[src/verilog/core_defines.svh]
`ifndef CORE_DEFINES_SVH
`define CORE_DEFINES_SVH

// datapath and register file sizes
`define DATA_W    32
`define REG_AW    5
`define NUM_REGS  32

// instruction field widths
`define OP_W      6
`define FUNCT_W   6
`define SHAMT_W   5
`define IMM_W     16

// low bit of each instruction field
`define OP_LSB    26
`define RS_LSB    21
`define RT_LSB    16
`define RD_LSB    11
`define SHAMT_LSB 6

`endif

[src/verilog/core_pkg.sv]
`default_nettype none

`include "core_defines.svh"

package core_pkg;

   typedef logic [`DATA_W-1:0] data_t;
   typedef logic [`REG_AW-1:0] reg_addr_t;

   // major opcodes kept by the core, anything else is undefined
   typedef enum logic [`OP_W-1:0] {
      OP_RTYPE = 6'd0, OP_ADDI = 6'd8, OP_ADDIU = 6'd9, OP_SLTI = 6'd10,
      OP_ANDI = 6'd12, OP_ORI = 6'd13, OP_XORI = 6'd14, OP_LUI = 6'd15
   } opcode_e;

   // secondary opcode for r-type
   typedef enum logic [`FUNCT_W-1:0] {
      FN_SLL = 6'd0, FN_SRL = 6'd2, FN_SRA = 6'd3, FN_SLLV = 6'd4,
      FN_SRLV = 6'd6, FN_SRAV = 6'd7, FN_ADD = 6'd32, FN_ADDU = 6'd33,
      FN_SUB = 6'd34, FN_SUBU = 6'd35, FN_AND = 6'd36, FN_OR = 6'd37,
      FN_XOR = 6'd38, FN_NOR = 6'd39, FN_SLT = 6'd42, FN_SLTU = 6'd43
   } funct_e;

   // variable shifts reuse the plain shift ops, decode swaps the amount
   typedef enum logic [3:0] {
      ALU_ADD, ALU_SUB, ALU_AND, ALU_OR, ALU_XOR, ALU_NOR,
      ALU_SLT, ALU_SLTU, ALU_SLL, ALU_SRL, ALU_SRA, ALU_LUI
   } alu_op_e;

endpackage

`default_nettype wire

[src/verilog/issue_if.sv]
`timescale 1ns/1ps
`default_nettype none

`include "core_defines.svh"

// decoded instruction handed from ID to EX
interface issue_if import core_pkg::*; ();
   logic                valid;
   alu_op_e             alu_op;
   data_t               a;
   data_t               b;
   logic [`SHAMT_W-1:0] shamt;
   reg_addr_t           dest;
   // register write, already cleared for r0 and undefined ops
   logic                we;

   modport decode (output valid, alu_op, a, b, shamt, dest, we);
   modport exec (input valid, alu_op, a, b, shamt, dest, we);
endinterface

`default_nettype wire

[src/verilog/reg_file.sv]
`timescale 1ns/1ps
`default_nettype none

`include "core_defines.svh"

module reg_file import core_pkg::*; (
   input  wire logic      clk,
   input  wire logic      rst_b,
   input  wire reg_addr_t rs_addr,
   input  wire reg_addr_t rt_addr,
   output data_t          rs_data,
   output data_t          rt_data,
   input  wire logic      we,
   input  wire reg_addr_t wr_addr,
   input  wire data_t     wr_data
);

   // r0 has no storage
   data_t regs [1:`NUM_REGS-1];

   always_ff @(posedge clk or negedge rst_b) begin
      if (!rst_b) begin
         for (int i = 1; i < `NUM_REGS; i++) begin
            regs[i] <= '0;
         end
      end else if (we && (wr_addr != '0)) begin
         regs[wr_addr] <= wr_data;
      end
   end

   // no write-through, the decode interlock holds readers off
   assign rs_data = (rs_addr == '0) ? '0 : regs[rs_addr];
   assign rt_data = (rt_addr == '0) ? '0 : regs[rt_addr];

endmodule

`default_nettype wire

[src/verilog/inst_decode.sv]
`timescale 1ns/1ps
`default_nettype none

`include "core_defines.svh"

module inst_decode import core_pkg::*; (
   input  wire logic              clk,
   input  wire logic              rst_b,
   input  wire logic [`DATA_W-1:0] inst,
   input  wire logic              inst_valid,
   output logic                   inst_ready,
   output reg_addr_t              rs_addr,
   output reg_addr_t              rt_addr,
   input  wire data_t             rs_data,
   input  wire data_t             rt_data,
   input  wire logic              ex_valid,
   input  wire reg_addr_t         ex_dest,
   input  wire logic              wb_valid,
   input  wire reg_addr_t         wb_dest,
   issue_if.decode                issue
);

   logic               id_valid;
   logic [`DATA_W-1:0] id_inst;
   opcode_e            op;
   funct_e             fn;
   reg_addr_t          rd;
   logic [`IMM_W-1:0]  imm;
   data_t              imm_ext;
   logic               r_type;
   logic               zext;
   logic               var_shift;
   logic               defined;
   alu_op_e            alu_op;
   logic               rs_hit;
   logic               rt_hit;
   logic               issue_now;

   // ID register, refilled whenever the slot empties this cycle
   always_ff @(posedge clk or negedge rst_b) begin
      if (!rst_b) begin
         id_valid <= 1'b0;
      end else if (inst_ready) begin
         id_valid <= inst_valid;
      end
   end

   always_ff @(posedge clk) begin
      if (inst_valid && inst_ready) begin
         id_inst <= inst;
      end
   end

   // field split
   assign op      = opcode_e'(id_inst[`OP_LSB +: `OP_W]);
   assign fn      = funct_e'(id_inst[`FUNCT_W-1:0]);
   assign rs_addr = id_inst[`RS_LSB +: `REG_AW];
   assign rt_addr = id_inst[`RT_LSB +: `REG_AW];
   assign rd      = id_inst[`RD_LSB +: `REG_AW];
   assign imm     = id_inst[`IMM_W-1:0];
   assign r_type  = (op == OP_RTYPE);

   always_comb begin
      alu_op    = ALU_ADD;
      zext      = 1'b0;
      var_shift = 1'b0;
      defined   = 1'b1;
      case (op)
         OP_RTYPE: begin
            case (fn)
               FN_ADD, FN_ADDU: alu_op = ALU_ADD;
               FN_SUB, FN_SUBU: alu_op = ALU_SUB;
               FN_AND:  alu_op = ALU_AND;
               FN_OR:   alu_op = ALU_OR;
               FN_XOR:  alu_op = ALU_XOR;
               FN_NOR:  alu_op = ALU_NOR;
               FN_SLT:  alu_op = ALU_SLT;
               FN_SLTU: alu_op = ALU_SLTU;
               FN_SLL:  alu_op = ALU_SLL;
               FN_SRL:  alu_op = ALU_SRL;
               FN_SRA:  alu_op = ALU_SRA;
               FN_SLLV: begin
                  alu_op    = ALU_SLL;
                  var_shift = 1'b1;
               end
               FN_SRLV: begin
                  alu_op    = ALU_SRL;
                  var_shift = 1'b1;
               end
               FN_SRAV: begin
                  alu_op    = ALU_SRA;
                  var_shift = 1'b1;
               end
               default: defined = 1'b0;
            endcase
         end
         OP_ADDI, OP_ADDIU: alu_op = ALU_ADD;
         OP_SLTI: alu_op = ALU_SLT;
         // logical immediates are zero-extended
         OP_ANDI: begin
            alu_op = ALU_AND;
            zext   = 1'b1;
         end
         OP_ORI: begin
            alu_op = ALU_OR;
            zext   = 1'b1;
         end
         OP_XORI: begin
            alu_op = ALU_XOR;
            zext   = 1'b1;
         end
         OP_LUI: begin
            alu_op = ALU_LUI;
            zext   = 1'b1;
         end
         default: defined = 1'b0;
      endcase
   end

   assign imm_ext = zext ? {{(`DATA_W-`IMM_W){1'b0}}, imm}
                         : {{(`DATA_W-`IMM_W){imm[`IMM_W-1]}}, imm};

   // RAW check against writers still in EX or WB, r0 never conflicts
   assign rs_hit = (rs_addr != '0) &&
                   ((ex_valid && (rs_addr == ex_dest)) || (wb_valid && (rs_addr == wb_dest)));
   // rt is only a source for r-type
   assign rt_hit = r_type && (rt_addr != '0) &&
                   ((ex_valid && (rt_addr == ex_dest)) || (wb_valid && (rt_addr == wb_dest)));

   assign issue_now  = id_valid && !(rs_hit || rt_hit);
   assign inst_ready = !id_valid || issue_now;

   // EX always takes what is offered
   assign issue.valid  = issue_now;
   assign issue.alu_op = alu_op;
   assign issue.a      = rs_data;
   assign issue.b      = r_type ? rt_data : imm_ext;
   // variable shifts take the amount from rs
   assign issue.shamt  = var_shift ? rs_data[`SHAMT_W-1:0]
                                   : id_inst[`SHAMT_LSB +: `SHAMT_W];
   assign issue.dest   = r_type ? rd : rt_addr;
   assign issue.we     = defined && (issue.dest != '0);

endmodule

`default_nettype wire

[src/verilog/exec_stage.sv]
`timescale 1ns/1ps
`default_nettype none

`include "core_defines.svh"

module exec_stage import core_pkg::*; (
   input  wire logic clk,
   input  wire logic rst_b,
   issue_if.exec     issue,
   output logic      ex_valid,
   output reg_addr_t ex_dest,
   output logic      wb_valid,
   output reg_addr_t wb_dest,
   output data_t     wb_data
);

   alu_op_e             ex_op;
   data_t               ex_a;
   data_t               ex_b;
   logic [`SHAMT_W-1:0] ex_shamt;
   data_t               alu_res;

   // EX register
   // ex_valid only marks entries that will write, which is all the interlock needs
   always_ff @(posedge clk or negedge rst_b) begin
      if (!rst_b) begin
         ex_valid <= 1'b0;
      end else begin
         ex_valid <= issue.valid && issue.we;
      end
   end

   always_ff @(posedge clk) begin
      if (issue.valid) begin
         ex_op    <= issue.alu_op;
         ex_a     <= issue.a;
         ex_b     <= issue.b;
         ex_shamt <= issue.shamt;
         ex_dest  <= issue.dest;
      end
   end

   // ALU
   always_comb begin
      case (ex_op)
         // add and sub wrap, no overflow trap
         ALU_ADD:  alu_res = ex_a + ex_b;
         ALU_SUB:  alu_res = ex_a - ex_b;
         ALU_AND:  alu_res = ex_a & ex_b;
         ALU_OR:   alu_res = ex_a | ex_b;
         ALU_XOR:  alu_res = ex_a ^ ex_b;
         ALU_NOR:  alu_res = ~(ex_a | ex_b);
         ALU_SLT: begin
            alu_res = ($signed(ex_a) < $signed(ex_b)) ? data_t'(1) : '0;
         end
         ALU_SLTU: begin
            alu_res = (ex_a < ex_b) ? data_t'(1) : '0;
         end
         // shifts move b, amount already picked in decode
         ALU_SLL:  alu_res = ex_b << ex_shamt;
         ALU_SRL:  alu_res = ex_b >> ex_shamt;
         ALU_SRA:  alu_res = data_t'($signed(ex_b) >>> ex_shamt);
         // immediate lands in the upper half
         ALU_LUI:  alu_res = {ex_b[`IMM_W-1:0], {(`DATA_W-`IMM_W){1'b0}}};
         default:  alu_res = ex_a + ex_b;
      endcase
   end

   // WB register, drives both the register file and the top outputs
   always_ff @(posedge clk or negedge rst_b) begin
      if (!rst_b) begin
         wb_valid <= 1'b0;
      end else begin
         wb_valid <= ex_valid;
      end
   end

   always_ff @(posedge clk) begin
      if (ex_valid) begin
         wb_dest <= ex_dest;
         wb_data <= alu_res;
      end
   end

endmodule

`default_nettype wire

[src/verilog/int_pipe.sv]
`timescale 1ns/1ps
`default_nettype none

`include "core_defines.svh"

module int_pipe import core_pkg::*; (
   input  wire logic               clk,
   input  wire logic               rst_b,
   input  wire logic [`DATA_W-1:0] inst,
   input  wire logic               inst_valid,
   output logic                    inst_ready,
   output logic                    wb_valid,
   output reg_addr_t               wb_dest,
   output data_t                   wb_data
);

   reg_addr_t rs_addr;
   reg_addr_t rt_addr;
   data_t     rs_data;
   data_t     rt_data;
   logic      ex_valid;
   reg_addr_t ex_dest;

   // decode to execute
   issue_if issue ();

   inst_decode u_decode (
      .clk(clk), .rst_b(rst_b),
      .inst(inst), .inst_valid(inst_valid), .inst_ready(inst_ready),
      .rs_addr(rs_addr), .rt_addr(rt_addr), .rs_data(rs_data), .rt_data(rt_data),
      .ex_valid(ex_valid), .ex_dest(ex_dest), .wb_valid(wb_valid), .wb_dest(wb_dest),
      .issue(issue.decode)
   );

   // written from WB, read from ID
   reg_file u_regs (
      .clk(clk), .rst_b(rst_b),
      .rs_addr(rs_addr), .rt_addr(rt_addr), .rs_data(rs_data), .rt_data(rt_data),
      .we(wb_valid), .wr_addr(wb_dest), .wr_data(wb_data)
   );

   exec_stage u_exec (
      .clk(clk), .rst_b(rst_b), .issue(issue.exec),
      .ex_valid(ex_valid), .ex_dest(ex_dest),
      .wb_valid(wb_valid), .wb_dest(wb_dest), .wb_data(wb_data)
   );

endmodule

`default_nettype wire

[config.mk]
export PLATFORM = sky130hd
export DESIGN_NAME = int_pipe
export DESIGN_NICKNAME = d
export VERILOG_FILES = /design/src/verilog/core_pkg.sv /design/src/verilog/issue_if.sv /design/src/verilog/reg_file.sv /design/src/verilog/inst_decode.sv /design/src/verilog/exec_stage.sv /design/src/verilog/int_pipe.sv
export VERILOG_INCLUDE_DIRS = /design/src /design/src/verilog
export SDC_FILE = /design/constraint.sdc
export NUM_CORES = 2
export LEC_CHECK = 0
export BUFFER_PORTS_ARGS = -buffer_cell sky130_fd_sc_hd__buf_2
export CORE_UTILIZATION = 25
export DETAILED_ROUTE_END_ITERATION = 8
export MAX_ROUTING_LAYER = met4
export SETUP_SLACK_MARGIN = 0.5
export SKIP_LAST_GASP = 1
export SLEW_MARGIN = 40
export SYNTH_ARGS = -nofsm -noshare
export SYNTH_HDL_FRONTEND = slang
export SYNTH_SLANG_ARGS = --single-unit
[constraint.sdc]
create_clock -name clk -period 6.5 [get_ports clk]
set_input_delay 0.975 -clock clk [delete_from_list [all_inputs] [get_ports clk]]
set_output_delay 0.975 -clock clk [all_outputs]
set_load 0.02 [all_outputs]
==> Word-level counts from Yosys, hierarchy flattened <==
Index checks and enable logic that the tools add are counted.
Widths: inputs -> output; s select.
{ "word_totals": {"word_cells": 158, "out_inout_bits": 39, "in_bits": 35, "register_bits": 1142} }
{ "classes": {"shifts": 3, "bitwise": 7, "n_mux": 25, "order_cmp": 6, "reduce_logical": 35, "n_eq_ne": 37, "n_addsub": 2} }
{ "ops": {"columns": ["operator", "count"], "rows": [
  ["$bwmux 992", 1],
  ["$pmux 32 s11", 1],
  ["$bmux 32 s5", 2],
  ["$mux 32", 8],
  ["$demux 32 s5", 1],
  ["$lt 32x32->1", 2],
  ["$eq 6x6->1 const B", 10],
  ["$eq 6x4->1 const B", 7],
  ["$pmux 4 s10", 1],
  ["$add 32x32->32", 1],
  ["$and 32x32->32", 1],
  ["$not 32->32", 1],
  ["$or 32x32->32", 1],
  ["$shl 32x5->32", 1],
  ["$shr 32x5->32", 1],
  ["$sshr 32x5->32", 1],
  ["$sub 32x32->32", 1],
  ["$xor 32x32->32", 1],
  ["$pmux 4 s6", 1],
  ["$eq 5x5->1", 4],
  ["$reduce_bool 5->1", 4],
  ["$eq 6x3->1 const B", 3],
  ["$ge 6x6->1 const B", 3],
  ["$not 5->6", 3],
  ["other kinds (19)", 55]
]} }

==> Logic depth before layout (Yosys ltp) <==
{ "logic_depth": {"word_depth": 9, "mapped_depth": 14, "depth_no_buf": 13} }

==> Modules after synthesis <==
From an unflattened synthesis, not the netlist that was laid out.
{ "unflattened": {"cells_unflattened": 5765, "hier_area_um2": 68390.6} }
{ "modules_own_cells": {"columns": ["mod", "cells_each", "area_per_inst_um2", "instances", "seq_area_each_um2"], "rows": [
  ["reg_file", 4063, 53316.1, 1, 24823.8],
  ["exec_stage", 1451, 12724.7, 1, 3503.4],
  ["inst_decode", 251, 2349.8, 1, 985.9]
]} }

==> Worst setup path after synthesis <==
OpenSTA, ideal clock, no wires.
{ "synth_path": {"path_type": "register to register", "from": "register u_decode.id_inst[21]", "to": "register u_exec.ex_a[0] (enable)", "t_arrival_ns": 4.901, "required_time_ns": 5.985, "path_slack_ns": 1.084, "path_buffers": 3, "setup_time_ns": 0.515, "stages_incl_launch_ff": 8, "synth_period_minus_slack_ns": 5.416, "path_cell_list": "edfxtp_1 clkbuf_1 buf_2 buf_2 or4_1 nor2_1 o22ai_1 nor2_1"} }
{ "synth_via": {"elab_chain_len": 7, "elab_cells_between_ends": 10, "cone_classes": "eq/ne: 2; reduce/logical: 8"} }
{ "synth_lines": {"columns": ["element", "line", "rtl"], "rows": [
  ["from (decl)", "inst_decode.sv:24", "logic [`DATA_W-1:0] id_inst;"],
  ["from (signal assigned)", "inst_decode.sv:50", "id_inst <= inst;"],
  ["$eq 5x5->1", "inst_decode.sv:125", "((ex_valid && (rs_addr == ex_dest)) || (wb_valid && (rs_addr == wb_dest)));"],
  ["$logic_and 1x1->1", "inst_decode.sv:125", null],
  ["$logic_or 1x1->1", "inst_decode.sv:125", null],
  ["$logic_and 1x1->1 *", "inst_decode.sv:124", "assign rs_hit = (rs_addr != '0) &&"],
  ["$logic_or 1x1->1 *", "inst_decode.sv:130", "assign issue_now = id_valid && !(rs_hit || rt_hit);"],
  ["$logic_not 1->1 *", "inst_decode.sv:130", null],
  ["$logic_and 1x1->1 *", "inst_decode.sv:130", null],
  ["via issue.valid", "issue_if.sv:8", "logic valid;"],
  ["to (signal assigned)", "exec_stage.sv:36", "ex_a <= issue.a;"],
  ["to (decl)", "exec_stage.sv:18", "data_t ex_a;"]
]} }
Mark *: on every way through the listed nets, which the timed path passes. The rest lies on a longest branch.
A chain may end at the register's enable or synchronous reset.

==> Worst setup path in the final report <==
{ "layout_path": {"from": "register u_decode.id_inst[19]", "to": "output port inst_ready"} }
{ "layout_via": {"elab_chain_len": 8, "elab_cells_between_ends": 12, "cone_classes": "eq/ne: 2; reduce/logical: 10"} }
{ "layout_lines": {"columns": ["element", "line", "rtl"], "rows": [
  ["$eq 5x5->1", "inst_decode.sv:128", "((ex_valid && (rt_addr == ex_dest)) || (wb_valid && (rt_addr == wb_dest)));"],
  ["$logic_and 1x1->1", "inst_decode.sv:128", null],
  ["$logic_or 1x1->1", "inst_decode.sv:128", null],
  ["$logic_and 1x1->1 *", "inst_decode.sv:127", "assign rt_hit = r_type && (rt_addr != '0) &&"],
  ["$logic_or 1x1->1 *", "inst_decode.sv:130", null],
  ["$logic_not 1->1 *", "inst_decode.sv:130", null],
  ["$logic_and 1x1->1 *", "inst_decode.sv:130", null],
  ["$logic_or 1x1->1 *", "inst_decode.sv:131", "assign inst_ready = !id_valid || issue_now;"],
  ["to (decl)", "int_pipe.sv:11", "output logic inst_ready,"]
]} }
Mark *: on every way between the ends. The rest lies on a longest branch, timed or not.

==> summary.md <==
| Metric | Value |
|---|---|
| Post-DRT Antenna Nets | 0 |
| Yosys reg bits | 1142 |
| Layout cells sized above 1 | 0.4663 |
| Async SR Flop Fraction | 0.8713 |
| Post-CTS resize count | 0 |
| Internal | 12.62 mW |
| CP endpoint kind | primary output |
| Mux contribution to synthesized area | 0.4075 |
| Tot GR Track Use | 0.1722 |
| Cell Pwr Density | 223.7 nW/um2 |
| LEAKAGE | 33.07 nW |
| Syn Inst Count | 4856 |
| DR pass1 iterations | 6 |
| Worst vdd ir | 0.2198 mV |
| Worst Setup SP | u_decode.id_inst[19]$_DFFE_PP_ |
| Setup violators final | 0 |
| Final nets | 4882 |
| Final core occ | 0.2867 |
| R2r setup slk | 2120 ps |
| Worst r2r src | u_exec.ex_b[3]$_DFFE_PP_ |
| Distinct cell type count after synthesis | 86 |
| Post-synthesis sequential area ratio | 0.4352 |
| Synth Area in Compound Gates | 0.06310 |
| Cell Area, Placed | 72390 um2 |
| Max Freq | 224.1 MHz |
| Post-synthesis xor/xnor area fraction | 0.004161 |
| Clock slew at reported path FFs | 60 ps |
| R2R Path End | u_exec.wb_data[25]$_DFFE_PP_ |
| Main combinational cell family by area after synthesis | multiplexers |
| Chip Height | 521.1 um |
| Clock Power Share | 0.432 |
| WL met3 | 16520 um |
| Vias in the first global route | 46500 |
| Initial antenna violation count | 14 |
| Die width | 521.1 um |
| Uppermost layer routed | met4 |
| Crit path to | inst_ready |
| GRT overflow | 0 |
| Synth Area in Simple Gates | 0.03737 |
| Setup TNS | 0 ps |
| Outcome | complete, no violations |
| Root buf cell | clkbuf_16 |
| CTS Hold Bufs | 0 |
| Routability cong. | 0.9985 |
| Max incr delay on CP | 650 ps |
| Syn_nets | 4989 |
| Hpwl dp | 145800 um |
| Worst-Margin Slew | 1019 ps |
| Die area | 271500 um2 |
| Core region area | 267900 um2 |
| Worst min-delay path class | input pin to asynchronous set/reset pin |
| Via density | 5.438 |
| Longest Clk Path Bufs | 3 |
| Cell Area, Synth | 67360 um2 |
| Hold Slack | 157.1 ps |
| Worst Reg2Reg Path Length in Cells | 11 |
| FILL cells | 26810 |
| Avg Synthesized Cell Area | 13.87 um2 |
| Synth top cells by count | 1118 x mux2_2, 995 x dfrtp_1, 623 x mux4_2, 329 x clkbuf_1 |
| Total CTS buffers | 121 |
| Final Slew Violations | 0 |
| Logic pwr share | 0.121 |
| Sw Share | 0.2657 |
| Hold Violations, Final | 0 |
| Max-Cap Viols | 0 |
| Number of top-level pins | 74 |
| Arrival time at the worst endpoint | 3490 ps |
| CTS tree | yes |
| Cell taking the most area after synthesis | dfrtp_1 |
| Setup ws final | 2039 ps |
| WL met1 | 94440 um |
| Dpl ws | 2262 ps |
| Post-route clock period utilization | 0.6864 |
| Yosys warning total | 0 |
| Min Tclk post-route | 4461 ps |
| WL met2 | 109700 um |
| CP Launch Type | register |
| WS Path Type | register to primary output |
| RSZ-0062 raised after global routing | no |
| Max transition margin | 0.3013 |
| Floorplan row count | 190 |
| IO Port Bufs | 73 |
| Drt initial violations | 4895 |
| Starting density of the core | 0.2514 |
| CP max FO | 33 |
| Num Clock Sinks | 1142 |
| DR DRC count | 0 |
| Post-synth EDFFs | 147 |
| Post-Route WL | 229700 um |
| Sw Pwr | 4.565 mW |
| Seq pwr share | 0.447 |
| Critical Path RT | 5520 ps |
| Post-synth top area share | 0.3696 |
| Post-CTS setup buffers | 0 |
| Largest net degree at the start of global routing | 141 |
| Routed vias | 45760 |
| H-tree levels | 3 |
| Synth top area cells | dfrtp_1 37%, mux4_2 21%, mux2_2 19% |
| Critical-path top delay cell | edfxtp_1 |
| Critical-path cell list | buf_8 > or4_1 > o21bai_4 > buf_4 > o22ai_1 > and2_1 > inv_1 > buf_2 |
| Post-Synth Adder-Cell Area | 0.01843 |
| WL/cell | 27.29 um |
| Ys flop type | dfrtp_1 |
| Final instance area | 76810 um2 |
| Clock latency on the worst-skew pair | 800 ps |
| Global-route wire length before repair | 336400 um |
| Clk_skew | 90.63 ps |
| Area delta synth->final | 14.03% |
| Cell with the most instances after synthesis | mux2_2 |
[power groups by stage]
stage | Clock [mW] | Sequential [mW] | Combinational [mW]
detailed placement | 0 | 7.81 | 2.05
floorplan | 0 | 7.73 | 1.34
global route | 7.83 | 7.71 | 2.21
global placement | 0 | 7.81 | 2.01
CTS | 7.57 | 7.68 | 2.06
finish | 7.42 | 7.69 | 2.08
[per-layer routing]
layer,GRT usage,vias up
met5,-,-
met4,0.06556,0
met3,0.02792,455
met2,0.2726,1993
met1,0.2206,24700
li1,-,18620
[layout by cell type, fill, tap and decap left out, types with 13 or more instances in the layout]
cell type	count
mux4_2	623
buf_2	72
a31oi_1	17
o211ai_1	24
nand2_1	153
nor3_1	36
a22oi_1	16
mux2_2	1118
dfrtp_1	994
clkinv_2	23
ha_1	96
a221oi_1	16
a21o_1	24
and2_1	14
a22o_1	71
bufinv_16	14
buf_4	112
nor4_1	14
a21oi_1	135
nor2b_1	13
nand3_1	29
xor2_1	23
clkbuf_1	23
clkbuf_16	122
nor2_1	151
nand2b_1	25
inv_1	108
mux2i_1	83
o22ai_1	14
buf_6	26
buf_8	19
a211oi_1	25
clkbuf_8	25
o21ai_0	152
and3_1	16
edfxtp_1	147
nor2_4	13
buf_12	17
[worst max-delay path, delay by kind of cell, from the launching register on]
kind / cells / cell delay, ps
DFF: 1 / 650
and+or+nand+nor: 2 / 720
AOI/OAI and AO/OA: 2 / 390
buffers and inverters: 4 / 920
[logic make-up (layout without fill, tap and decap cells)]
family          after synthesis  after routing
compound gates              630            630
xor+xnor                     32             32
fa+ha+maj                    98             98
buf+inv                     596            593
flops                      1142           1142
mux                        1824           1824
other cells                   0             11
simple gates                534            534
[flip-flops by register name (all words and copies together), names as in the netlist]
signal,flops
u_exec.ex_shamt,5
u_exec.ex_a,32
u_exec.wb_data,32
u_exec.ex_dest,5
u_regs.regs,992
u_decode.id_valid,1
u_exec.ex_b,32
u_exec.ex_op,4
u_exec.wb_dest,5
u_decode.id_inst,32
u_exec.ex_valid,1
u_exec.wb_valid,1
[how the worst min path moves through the flow]
stage / slack (ps) / depth (start not counted) / end
finish: 160 / 1 / u_regs.regs[848]$_DFFE_PN0P_
global route: 160 / 1 / u_regs.regs[848]$_DFFE_PN0P_
CTS: 260 / 1 / u_regs.regs[415]$_DFFE_PN0P_
detailed placement: 510 / 1 / u_regs.regs[816]$_DFFE_PN0P_
global placement: 500 / 1 / u_regs.regs[424]$_DFFE_PN0P_
floorplan: 490 / 0 / u_exec.wb_dest[0]$_DFFE_PP_
[through the flow]
stage / power (mW) / std cells
global route: 17.75 / 8415
detailed placement: 9.864 / 8173
finish: 17.18 / 8416
floorplan: 9.070 / 4856
global placement: 9.816 / 8137
CTS: 17.31 / 8400
[final cells by class]
type,instances,area (um2),area share
well taps,3552,4444,0.05786
repair buffers,254,2337,0.03043
inverters,112,420.4,0.005473
multi-input cells,3118,36000,0.4687
clock buffers,169,3458,0.04503
diodes,11,27.53,0.0003584
flip-flops and latches,1142,29310,0.3817
clock inverters,58,807.0,0.01051
Note: power is estimated with default switching activity, not from simulation.
